### src/common/ldpc_msg_pkg.sv
// LDPC message format package
// Sign-magnitude message layout, check node degree and magnitude helpers
package ldpc_msg_pkg;

    // Number of variable-to-check messages per check node
    localparam int CNU_DEGREE = 8;

    // Default magnitude width and full message width
    localparam int MAG_WIDTH = 7;
    localparam int MSG_WIDTH = MAG_WIDTH + 1;

    typedef logic [MAG_WIDTH-1:0] mag_t;

    // Sign in the top bit, magnitude below it
    typedef struct packed {
        logic sign;
        mag_t magnitude;
    } msg_t;

    // Message 0 sits in the low bits
    typedef msg_t [CNU_DEGREE-1:0] msg_vec_t;

    // One-hot, one bit per input message
    typedef logic [CNU_DEGREE-1:0] location_t;

    // Subtract an offset from a magnitude, floored at zero
    function automatic int unsigned floor_sub(int unsigned value, int unsigned offset);
        return (value > offset) ? (value - offset) : 0;
    endfunction

    // Build a message from its sign and magnitude
    function automatic msg_t make_msg(logic sign, mag_t magnitude);
        msg_t msg;
        msg.sign = sign;
        msg.magnitude = magnitude;
        return msg;
    endfunction

endpackage

### src/common/ldpc_ctrl_pkg.sv
// LDPC check node control package
// Control state encoding and minimum tree latency
package ldpc_ctrl_pkg;

    // Clock edges from minimum tree input to valid result
    localparam int MIN_LATENCY = 3;

    // IDLE waits for start, PASS1 finds min1, PASS2 finds min2, EMIT drives outputs
    typedef enum logic [1:0] {
        IDLE  = 2'd0,
        PASS1 = 2'd1,
        PASS2 = 2'd2,
        EMIT  = 2'd3
    } cnu_state_t;

endpackage

### src/hw/ldpc_minimum.sv
// LDPC minimum tree
// Three-stage pipelined unsigned minimum of eight magnitudes with one-hot location
`timescale 1ns/1ps

module ldpc_minimum
    import ldpc_msg_pkg::*;
#(
    parameter int MAG_WIDTH = 7
) (
    input  logic                                 i_clock,
    input  logic                                 i_reset,
    input  logic [CNU_DEGREE-1:0][MAG_WIDTH-1:0] i_in_data,
    output logic [MAG_WIDTH-1:0]                 o_out_data,
    output location_t                            o_min_location
);

    // Stage 0 holds four pair minimums, stage 1 holds two quad minimums
    logic [3:0][MAG_WIDTH-1:0] stage0_min;
    logic [3:0][1:0]           stage0_loc;
    logic [1:0][MAG_WIDTH-1:0] stage1_min;
    logic [1:0][3:0]           stage1_loc;

    // The left (lower index) side wins only when strictly smaller,
    // so equal magnitudes resolve to the higher index
    always_ff @(posedge i_clock) begin
        if (i_reset) begin
            stage0_min     <= '0;
            stage0_loc     <= '0;
            stage1_min     <= '0;
            stage1_loc     <= '0;
            o_out_data     <= '0;
            o_min_location <= '0;
        end else begin
            // Level 1, pairs of inputs
            for (int p = 0; p < 4; p++) begin
                if (i_in_data[2*p] < i_in_data[2*p+1]) begin
                    stage0_min[p] <= i_in_data[2*p];
                    stage0_loc[p] <= 2'b01;
                end else begin
                    stage0_min[p] <= i_in_data[2*p+1];
                    stage0_loc[p] <= 2'b10;
                end
            end

            // Level 2, location widens to four bits
            for (int q = 0; q < 2; q++) begin
                if (stage0_min[2*q] < stage0_min[2*q+1]) begin
                    stage1_min[q] <= stage0_min[2*q];
                    stage1_loc[q] <= {2'b00, stage0_loc[2*q]};
                end else begin
                    stage1_min[q] <= stage0_min[2*q+1];
                    stage1_loc[q] <= {stage0_loc[2*q+1], 2'b00};
                end
            end

            // Level 3, final minimum and full one-hot location
            if (stage1_min[0] < stage1_min[1]) begin
                o_out_data     <= stage1_min[0];
                o_min_location <= {4'b0000, stage1_loc[0]};
            end else begin
                o_out_data     <= stage1_min[1];
                o_min_location <= {stage1_loc[1], 4'b0000};
            end
        end
    end

endmodule

### src/hw/ldpc_latency_timer.sv
// LDPC latency timer
// Down-counter that flags when a minimum pass has left the pipeline
`timescale 1ns/1ps

module ldpc_latency_timer
    import ldpc_ctrl_pkg::*;
(
    input  logic i_clock,
    input  logic i_reset,
    input  logic i_load,
    output logic o_expired
);

    localparam int COUNT_WIDTH = $clog2(MIN_LATENCY + 1);

    logic [COUNT_WIDTH-1:0] count;

    // Expired pulses on the edge where the count reaches zero
    always_ff @(posedge i_clock) begin
        if (i_reset) begin
            count     <= '0;
            o_expired <= 1'b0;
        end else if (i_load) begin
            count     <= COUNT_WIDTH'(MIN_LATENCY);
            o_expired <= 1'b0;
        end else if (count != '0) begin
            count     <= count - 1'b1;
            o_expired <= (count == COUNT_WIDTH'(1));
        end else begin
            o_expired <= 1'b0;
        end
    end

endmodule

### src/hw/ldpc_cnu_control.sv
// LDPC check node control
// FSM sequencing input capture, the two minimum passes and output
`timescale 1ns/1ps

module ldpc_cnu_control
    import ldpc_ctrl_pkg::*;
(
    input  logic i_clock,
    input  logic i_reset,
    input  logic i_start,
    input  logic i_timer_expired,
    output logic o_load_input,
    output logic o_mask_enable,
    output logic o_timer_load,
    output logic o_capture_min1,
    output logic o_capture_min2,
    output logic o_emit,
    output logic o_busy
);

    cnu_state_t state;
    cnu_state_t state_next;

    always_ff @(posedge i_clock) begin
        if (i_reset) begin
            state <= IDLE;
        end else begin
            state <= state_next;
        end
    end

    always_comb begin
        state_next = state;
        case (state)
            IDLE: begin
                if (i_start) begin
                    state_next = PASS1;
                end
            end
            PASS1: begin
                if (i_timer_expired) begin
                    state_next = PASS2;
                end
            end
            PASS2: begin
                if (i_timer_expired) begin
                    state_next = EMIT;
                end
            end
            EMIT: begin
                state_next = IDLE;
            end
            default: begin
                state_next = IDLE;
            end
        endcase
    end

    // Start is only taken in IDLE
    assign o_load_input = (state == IDLE) && i_start;

    // Pass boundaries, min1 is ready at the end of PASS1 and min2 at the end of PASS2
    assign o_capture_min1 = (state == PASS1) && i_timer_expired;
    assign o_capture_min2 = (state == PASS2) && i_timer_expired;

    // Timer restarts on entry to each pass
    assign o_timer_load = o_load_input || o_capture_min1;

    assign o_mask_enable = (state == PASS2);
    assign o_emit        = (state == EMIT);
    assign o_busy        = (state != IDLE);

endmodule

### src/hw/ldpc_cnu_input.sv
// LDPC check node input stage
// Message register, sign split and min1 masking for the second pass
`timescale 1ns/1ps

module ldpc_cnu_input
    import ldpc_msg_pkg::*;
#(
    parameter int MAG_WIDTH = 7
) (
    input  logic                                 i_clock,
    input  logic                                 i_reset,
    input  logic                                 i_load,
    input  logic                                 i_mask_enable,
    input  logic [CNU_DEGREE-1:0][MAG_WIDTH:0]   i_messages,
    input  location_t                            i_min1_location,
    output logic [CNU_DEGREE-1:0][MAG_WIDTH-1:0] o_magnitudes,
    output logic [CNU_DEGREE-1:0]                o_signs
);

    logic [CNU_DEGREE-1:0][MAG_WIDTH:0] message_q;

    always_ff @(posedge i_clock) begin
        if (i_reset) begin
            message_q <= '0;
        end else if (i_load) begin
            message_q <= i_messages;
        end
    end

    // The location fed back from the tree still reflects pass 1 for the
    // first three masked cycles, which covers the whole pass 2 sample window
    always_comb begin
        for (int i = 0; i < CNU_DEGREE; i++) begin
            o_signs[i] = message_q[i][MAG_WIDTH];
            if (i_mask_enable && i_min1_location[i]) begin
                // All ones never beats a real min2
                o_magnitudes[i] = '1;
            end else begin
                o_magnitudes[i] = message_q[i][MAG_WIDTH-1:0];
            end
        end
    end

endmodule

### src/hw/ldpc_cnu_output.sv
// LDPC check node output stage
// Holds min1, min2, location and sign parity, forms the offset min-sum outputs
`timescale 1ns/1ps

module ldpc_cnu_output
    import ldpc_msg_pkg::*;
#(
    parameter int MAG_WIDTH = 7
) (
    input  logic                               i_clock,
    input  logic                               i_reset,
    input  logic                               i_capture_min1,
    input  logic                               i_capture_min2,
    input  logic                               i_emit,
    input  logic [MAG_WIDTH-1:0]               i_min_value,
    input  location_t                          i_min_location,
    input  logic [CNU_DEGREE-1:0]              i_signs,
    input  logic [MAG_WIDTH-1:0]               i_offset,
    output logic [CNU_DEGREE-1:0][MAG_WIDTH:0] o_messages,
    output logic [MAG_WIDTH-1:0]               o_min1,
    output logic [MAG_WIDTH-1:0]               o_min2,
    output location_t                          o_min1_location,
    output logic                               o_done
);

    logic [MAG_WIDTH-1:0]               min1_q;
    logic [MAG_WIDTH-1:0]               min2_q;
    location_t                          location_q;
    logic                               sign_parity;
    logic [CNU_DEGREE-1:0][MAG_WIDTH:0] message_next;

    always_ff @(posedge i_clock) begin
        if (i_capture_min1) begin
            min1_q     <= i_min_value;
            location_q <= i_min_location;
        end
        if (i_capture_min2) begin
            min2_q <= i_min_value;
        end
    end

    // Product of all input signs
    assign sign_parity = ^i_signs;

    // Each output excludes its own input, so the min1 position gets min2
    always_comb begin
        logic [MAG_WIDTH-1:0] selected;
        for (int i = 0; i < CNU_DEGREE; i++) begin
            selected = location_q[i] ? min2_q : min1_q;
            message_next[i] = {sign_parity ^ i_signs[i],
                               MAG_WIDTH'(floor_sub(selected, i_offset))};
        end
    end

    always_ff @(posedge i_clock) begin
        if (i_reset) begin
            o_messages      <= '0;
            o_min1          <= '0;
            o_min2          <= '0;
            o_min1_location <= '0;
            o_done          <= 1'b0;
        end else begin
            o_done <= i_emit;
            if (i_emit) begin
                o_messages      <= message_next;
                o_min1          <= min1_q;
                o_min2          <= min2_q;
                o_min1_location <= location_q;
            end
        end
    end

endmodule

### src/hw/ldpc_check_node.sv
// LDPC check node unit, degree 8, offset min-sum
// Returns eight check-to-variable messages a fixed 9 cycles after start
`timescale 1ns/1ps

module ldpc_check_node
    import ldpc_msg_pkg::*;
#(
    parameter int MAG_WIDTH = ldpc_msg_pkg::MAG_WIDTH
) (
    input  logic                               i_clock,
    input  logic                               i_reset,
    input  logic                               i_start,
    input  logic [CNU_DEGREE-1:0][MAG_WIDTH:0] i_messages,
    input  logic [MAG_WIDTH-1:0]               i_offset,
    output logic                               o_busy,
    output logic                               o_done,
    output logic [CNU_DEGREE-1:0][MAG_WIDTH:0] o_messages,
    output logic [MAG_WIDTH-1:0]               o_min1,
    output logic [MAG_WIDTH-1:0]               o_min2,
    output location_t                          o_min1_location
);

    logic                                 load_input;
    logic                                 mask_enable;
    logic                                 timer_load;
    logic                                 timer_expired;
    logic                                 capture_min1;
    logic                                 capture_min2;
    logic                                 emit;
    logic [CNU_DEGREE-1:0][MAG_WIDTH-1:0] magnitudes;
    logic [CNU_DEGREE-1:0]                signs;
    logic [MAG_WIDTH-1:0]                 min_value;
    location_t                            min_location;

    ldpc_cnu_control u_control (
        .i_clock         (i_clock),
        .i_reset         (i_reset),
        .i_start         (i_start),
        .i_timer_expired (timer_expired),
        .o_load_input    (load_input),
        .o_mask_enable   (mask_enable),
        .o_timer_load    (timer_load),
        .o_capture_min1  (capture_min1),
        .o_capture_min2  (capture_min2),
        .o_emit          (emit),
        .o_busy          (o_busy)
    );

    ldpc_latency_timer u_timer (
        .i_clock   (i_clock),
        .i_reset   (i_reset),
        .i_load    (timer_load),
        .o_expired (timer_expired)
    );

    ldpc_cnu_input #(
        .MAG_WIDTH (MAG_WIDTH)
    ) u_input (
        .i_clock         (i_clock),
        .i_reset         (i_reset),
        .i_load          (load_input),
        .i_mask_enable   (mask_enable),
        .i_messages      (i_messages),
        .i_min1_location (min_location),
        .o_magnitudes    (magnitudes),
        .o_signs         (signs)
    );

    ldpc_minimum #(
        .MAG_WIDTH (MAG_WIDTH)
    ) u_minimum (
        .i_clock        (i_clock),
        .i_reset        (i_reset),
        .i_in_data      (magnitudes),
        .o_out_data     (min_value),
        .o_min_location (min_location)
    );

    ldpc_cnu_output #(
        .MAG_WIDTH (MAG_WIDTH)
    ) u_output (
        .i_clock         (i_clock),
        .i_reset         (i_reset),
        .i_capture_min1  (capture_min1),
        .i_capture_min2  (capture_min2),
        .i_emit          (emit),
        .i_min_value     (min_value),
        .i_min_location  (min_location),
        .i_signs         (signs),
        .i_offset        (i_offset),
        .o_messages      (o_messages),
        .o_min1          (o_min1),
        .o_min2          (o_min2),
        .o_min1_location (o_min1_location),
        .o_done          (o_done)
    );

endmodule

### config.mk
export PLATFORM = sky130hd
export DESIGN_NAME = ldpc_check_node
export DESIGN_NICKNAME = d
export VERILOG_FILES = /design/src/common/ldpc_msg_pkg.sv /design/src/common/ldpc_ctrl_pkg.sv /design/src/hw/ldpc_minimum.sv /design/src/hw/ldpc_latency_timer.sv /design/src/hw/ldpc_cnu_control.sv /design/src/hw/ldpc_cnu_input.sv /design/src/hw/ldpc_cnu_output.sv /design/src/hw/ldpc_check_node.sv
export SDC_FILE = /design/constraint.sdc
export NUM_CORES = 1
export LEC_CHECK = 0
export BUFFER_PORTS_ARGS = -buffer_cell sky130_fd_sc_hd__buf_2
export CELL_PAD_IN_SITES_DETAIL_PLACEMENT = 1
export CELL_PAD_IN_SITES_GLOBAL_PLACEMENT = 2
export CORE_ASPECT_RATIO = 1.2
export CORE_UTILIZATION = 39
export CTS_BUF_LIST = sky130_fd_sc_hd__clkbuf_8 sky130_fd_sc_hd__clkbuf_16
export CTS_CLUSTER_DIAMETER = 60
export DETAILED_ROUTE_END_ITERATION = 8
export PLACE_DENSITY = 0.9
export SYNTH_ARGS = -nofsm -noshare
export SYNTH_HDL_FRONTEND = slang
export SYNTH_SLANG_ARGS = --single-unit
export TNS_END_PERCENT = 50
### constraint.sdc
create_clock -name i_clock -period 8.6 [get_ports i_clock]
set_input_delay 0.43 -clock i_clock [delete_from_list [all_inputs] [get_ports i_clock]]
set_output_delay 0.43 -clock i_clock [all_outputs]
set_load 0.03 [all_outputs]
# Word level (Yosys, flattened, before mapping)
# Index checks and enable logic that the tools add are counted.
dict set report word_totals {
  regBits 251
  in_bits 74
}
dict set report op_classes {
  addsub 9
  n_lt_le_gt_ge 15
  n_eq_ne 7
  n_mux 41
  bitwise_logic 12
  n_reduce_logical 25
}
# cell n
set op_table {}
lappend op_table {{$mux W7} 31}
lappend op_table {{$gt A7 B7 Y1} 8}
lappend op_table {{$sub A7 B7 Y7} 8}
lappend op_table {{$lt A7 B7 Y1} 7}
lappend op_table {{$mux W2} 9}
lappend op_table {{$reduce_or A2 Y1} 6}
lappend op_table {{$logic_and A1 B1 Y1} 11}
lappend op_table {{$pmux W2 S4} 1}
lappend op_table {{$reduce_xor A8 Y1} 1}
lappend op_table {{$xor A1 B1 Y1} 8}
lappend op_table {{$reduce_bool A2 Y1} 3}
lappend op_table {{$eq A2 B1 Y1 const B} 2}
lappend op_table {{$eq A2 B2 Y1 const B} 2}
lappend op_table {{$ne A2 B2 Y1 const B} 2}
lappend op_table {{$not A1 Y1} 4}
lappend op_table {{$reduce_and A3 Y1} 1}
lappend op_table {{$reduce_or A3 Y1} 1}
lappend op_table {{$logic_not A2 Y1} 1}
lappend op_table {{$ne A2 B1 Y1 const B} 1}
lappend op_table {{$sub A2 B1 Y2 const B} 1}
lappend op_table {{$logic_or A1 B1 Y1} 1}

# Longest topological paths before layout
dict set report depth {
  ltp_word 5
  ltp_mapped 13
}

# Hierarchy
# Synthesis repeated with hierarchy kept, for this count alone.
dict set report unflattened {
  hier_cells 1386
  hier_area_um2 13476.7
}
# module instances cells_each area_each_um2 seq_area_each_um2
set modules_own_cells {}
lappend modules_own_cells {ldpc_cnu_output 1 743 7010.5 2402.3}
lappend modules_own_cells {ldpc_minimum 1 329 3375.7 1461.4}
lappend modules_own_cells {ldpc_cnu_input 1 279 2742.6 1281.2}
lappend modules_own_cells {ldpc_cnu_control 1 22 210.2 40.0}
lappend modules_own_cells {ldpc_latency_timer 1 13 137.6 60.1}

# Least setup slack after synthesis
# OpenSTA, ideal clock, no wires.
dict set report synth_timing {
  path_kind {register to register}
  startpoint {reg u_control.state[0]}
  endpoint {reg u_minimum.stage0_min[1] (netlist bit)}
  setup_time_ns 0.121
  arrival_ns 2.606
  required_time_ns 8.479
  path_slack_ns 5.873
  path_stages_with_launch 14
  n_path_buf 3
  synth_period_minus_slack_ns 2.727
  path_cell_list {dfxtp_1 inv_1 ha_1 buf_2 clkbuf_1 and2_1 clkbuf_1 nor2_1 ha_1 a21o_1 a21o_1 a21oi_1 nand2_2 mux2_2}
}
dict set report synth_between {
  elab_chain_cells 5
  word_cells_on_any_way 7
  cone_classes {order compare: 1; eq/ne: 1; mux: 3; reduce/logical: 2}
}
# item line_no
set synth_rtl {}
lappend synth_rtl {{start, declared} ldpc_cnu_control.sv:21} ;# cnu_state_t state;
lappend synth_rtl {{start signal, assigned} ldpc_cnu_control.sv:28} ;# state <= state_next;
lappend synth_rtl {{$eq A2 B2 Y1 (*)} ldpc_cnu_control.sv:69} ;# assign o_mask_enable = (state == PASS2);
lappend synth_rtl {{$logic_and A1 B1 Y1} ldpc_cnu_input.sv:35} ;# if (i_mask_enable && i_min1_location[i]) begin
lappend synth_rtl {{$mux W7} ldpc_cnu_input.sv:35}
lappend synth_rtl {{$lt A7 B7 Y1} ldpc_minimum.sv:36} ;# if (i_in_data[2*p] < i_in_data[2*p+1]) begin
lappend synth_rtl {{$mux W7 (*)} ldpc_minimum.sv:36}
lappend synth_rtl {{end signal, assigned by index} ldpc_minimum.sv:37} ;# stage0_min[p] <= i_in_data[2*p];
lappend synth_rtl {{end signal, assigned by index} ldpc_minimum.sv:40} ;# stage0_min[p] <= i_in_data[2*p+1];
lappend synth_rtl {{end, declared} ldpc_minimum.sv:18} ;# logic [3:0][MAG_WIDTH-1:0] stage0_min;
# Every way passes the cells marked *; elsewhere a longest branch is shown, timed or not.
# A chain may end at the register's enable or synchronous reset.

# Worst setup path in the final report
dict set report layout_timing {
  startpoint {reg u_control.state[0]}
  endpoint {reg u_minimum.stage0_min[4] (netlist bit)}
}
# The elaborated chain is that of the path after synthesis.

==> flow_summary.toml <==
[detailed_routing]
vias = 10400
routed_wl_microns = 35000
firstDrtPassIters = 6
route.detailed.drc = 0
via_per_inst = 5.16
ant_nets = 0
wl_per_cell_microns = 17.4
first_iter_violations = 404

[timing]
period_share_pct = 36.0
max_slew_margin_pct = 26.6
worst_slew_pin_slew_ns = 1.10
skew_ns = 0.0200
timing.hold.ws_ns = 0.0993
fmax_mhz = 323
min_period_ns = 3.10
hold_violations = 0
fin_tns_setup_ns = 0
finalMaxSlewViolations = 0
setup_viol = 0
rsz0062_at_grt = "no"

[critical_path]
worstPathRequired_ns = 9.06
slowest_delay_ns = 0.62
r2r_slack_ns = 5.50
startpoint_type = "register"
cpMaxStageDelayCell = "ha_1"
critPathLaunch = "u_control.state[0]$_SDFFE_PP0P_"
r2r-end = "u_minimum.stage0_min[4]$_SDFF_PP0_"
path_cells = "inv_1 > ha_1 > and2_1 > nor2_1 > ha_1 > a21o_1 > a21o_1 > a21oi_1 > nand2_2 > mux2_2"
path_class = "reg2reg"
reg2reg_from = "u_control.state[0]$_SDFFE_PP0P_"
cp_max_fo = 19
crit_arrival_ns = 3.55
end_kind = "register"
reg2reg_depth = 10

[cts]
cts.sinks = 251
clkTransAtPathRegs_ns = 0.06
cts_resized = 0
cts_made_buffers = 30
cts_tree = "built"
clk_latency_ns = 0.57
cts_root_buf = "clkbuf_16"
h-tree-depth = 1
post_cts_buffers = 0
holdBufCountCts = 0
cts_max_path_buffers = 3

[layout]
area_growth_pct = 17.0
finalNetCount = 1731
multi_input_area_sq_mm = 0.00726
regArea_sq_mm = 0.00525
drive_gt1_share_pct = 19.2
num_antenna_cells = 0
nFillCells = 3758

[min_path]
hp-class = "in2reg"
hold-path-endpoint = "u_input.message_q[17]$_SDFFE_PP0P_"
worstHoldStart = "i_messages[17]"
whs_path_depth = 3

[grt]
grt_pass1_vias = 11000
grt_max_degree = 94
grt_overflow = 0
antenna_found_initial = 0
grt_pass1_wl_microns = 56500
grt_use_total_pct = 20.6

[floorplan]
coreArea_sq_mm = 0.0325
die_y_microns = 202
die_w_microns = 169
ioPinCount = 162
start_util_pct = 39.9
dieArea_sq_mm = 0.0340
placementRows = 72

[run]
maxCapViolCount = 0

[yosys]
async_reset_ff_share_pct = 0
synth-seq-cells = 251
synth_most_common_cell = "dfxtp_1"
synth_warnings = 0
yosysUniqueCellTypes = 50
synth_area_leaders = "dfxtp_1, ha_1, mux2_2, edfxtp_1, nand2_1"
synth_largest_area_cell = "dfxtp_1"
synth.avg_cell_area_sq_um = 9.20
synth_edf_count = 22
synthesis.area_sq_mm = 0.0130
synthCells = 1411
synth_ff_type = "dfxtp_1"
synth.top_cells.by_count = "dfxtp_1, nand2_1, a21oi_1"
syn_nets = 1597
seq_area_frac_synth_pct = 40.4
yosysTopAreaCellShare_pct = 35.3

[place]
routabilityCongestion = 0.881
place_hpwl_microns = 25600
numPortBuffers = 161

[status]
outcome = "completed"

[pwr]
cellPowerDensity_mw_per_mm2 = 265
leakage_uw = 0.00669
peakVddDrop_mv = 0.130
state kept, by name, summed over array words and instances, names as in the netlist, 7 cells and up:
register                  count
u_input.message_q            56
u_input.o_signs               8
u_minimum.o_min_location      8
u_minimum.o_out_data          7
u_minimum.stage0_loc          8
u_minimum.stage0_min         28
u_minimum.stage1_loc          8
u_minimum.stage1_min         14
u_output.location_q           8
u_output.min1_q               7
u_output.min2_q               7
u_output.o_messages          64
u_output.o_min1               7
u_output.o_min1_location      8
u_output.o_min2               7
critical path: cells and delay by family (launching register included):
family,cells,cell delay (ns)
fa+ha+maj,2,0.94
mux,1,0.31
simple gates,3,0.61
flops,1,0.33
compound gates,3,0.70
buf+inv,1,0.11
worst max path at each step:
stage	to	slack, ns	cells after the start
floorplan	u_minimum.stage0_min[1]$_SDFF_PP0_	5.87	13
CTS	u_minimum.stage0_min[6]$_SDFF_PP0_	5.49	10
global placement	u_minimum.stage0_min[11]$_SDFF_PP0_	5.60	10
finish	u_minimum.stage0_min[4]$_SDFF_PP0_	5.50	10
detailed placement	u_minimum.stage0_min[9]$_SDFF_PP0_	5.51	10
global route	u_minimum.stage0_min[6]$_SDFF_PP0_	5.24	10
cell usage in the layout, fill, tap and decap left out, types with 6 or more instances in the layout:
cell type  netlist  routed
clkbuf_8         0       6
a32o_1          16      16
a22o_1          34      34
buf_4            0       8
a211oi_1         6       6
xor2_1          10      10
buf_2            4     160
o21bai_1         9       9
a21o_1          23      23
or3_1            8       8
a21oi_1        114     114
inv_1           63      69
nor2_1         112     111
mux2_2          65      65
nor3b_1         10      10
nand2b_1        74      74
clkinv_2         0       6
clkbuf_16        0      32
and2_1          10       9
dfxtp_1        229     229
edfxtp_1        22      22
o21ai_1          9       9
a21boi_0         8       8
fa_1             8       8
ha_1           104     104
o21ai_0         36      36
nand3_1         20      20
o21a_1          20      20
mux2i_1         54      54
xnor2_1         21      21
and3b_1          6       6
nand2_1        164     163
nor2b_1         31      31
where the power goes:
| part | leakage [uW] | switching (uW) | internal, uW | total (uW) |
|---|---|---|---|---|
| registers | 0.00207 | 110 | 1360 | 1470 |
| logic | 0.00409 | 746 | 526 | 1270 |
| clock network | 0.000539 | 509 | 783 | 1290 |
| total | 0.00669 | 1370 | 2670 | 4030 |
logic make-up (layout without fill, tap and decap cells):
| group | after synthesis | count (layout) | synth area share, % |
|---|---|---|---|
| buf+inv | 130 | 288 | 3.80 |
| compound gates | 305 | 305 | 15.5 |
| xor+xnor | 32 | 32 | 2.22 |
| simple gates | 462 | 462 | 17.0 |
| mux | 119 | 119 | 9.80 |
| fa+ha+maj | 112 | 112 | 11.3 |
| flops | 251 | 251 | 40.4 |
metal layers:
metal  part of all wire, %  GRT usage [%]  wire length, microns  up-vias
li1                      -              -                     -     5168
met1                    44           24.7                 15400     4938
met2                    49           37.4                 17200      221
met3                   3.9           2.62                  1380       69
met4                   3.2           7.53                  1110        0
met5                     0              0                     0        -
cell type report:
type                    count  share of cell area (%)
well taps                 444                    3.66
flip-flops and latches    251                    34.5
clock buffers              38                    5.81
clock inverters            18                   0.971
inverters                  63                    1.56
repair buffers            169                    5.74
multi-input cells        1030                    47.8
through the flow:
step / total power (uW) / setup WS [ns] / instance area (sq um) / util [%] / cells
final: 4030 / 5.50 / 15200 / 46.7 / 2013
after global routing: 4280 / 5.24 / 15200 / 46.7 / 2013
after CTS: 4090 / 5.49 / 15200 / 46.7 / 2013
after detailed placement: 2780 / 5.51 / 14200 / 43.6 / 1957
after global placement: 2730 / 5.60 / 14200 / 43.6 / 1957
after floorplan: 2440 / 5.87 / 13000 / - / 1411
No activity file was read; power rests on OpenSTA's default activity.
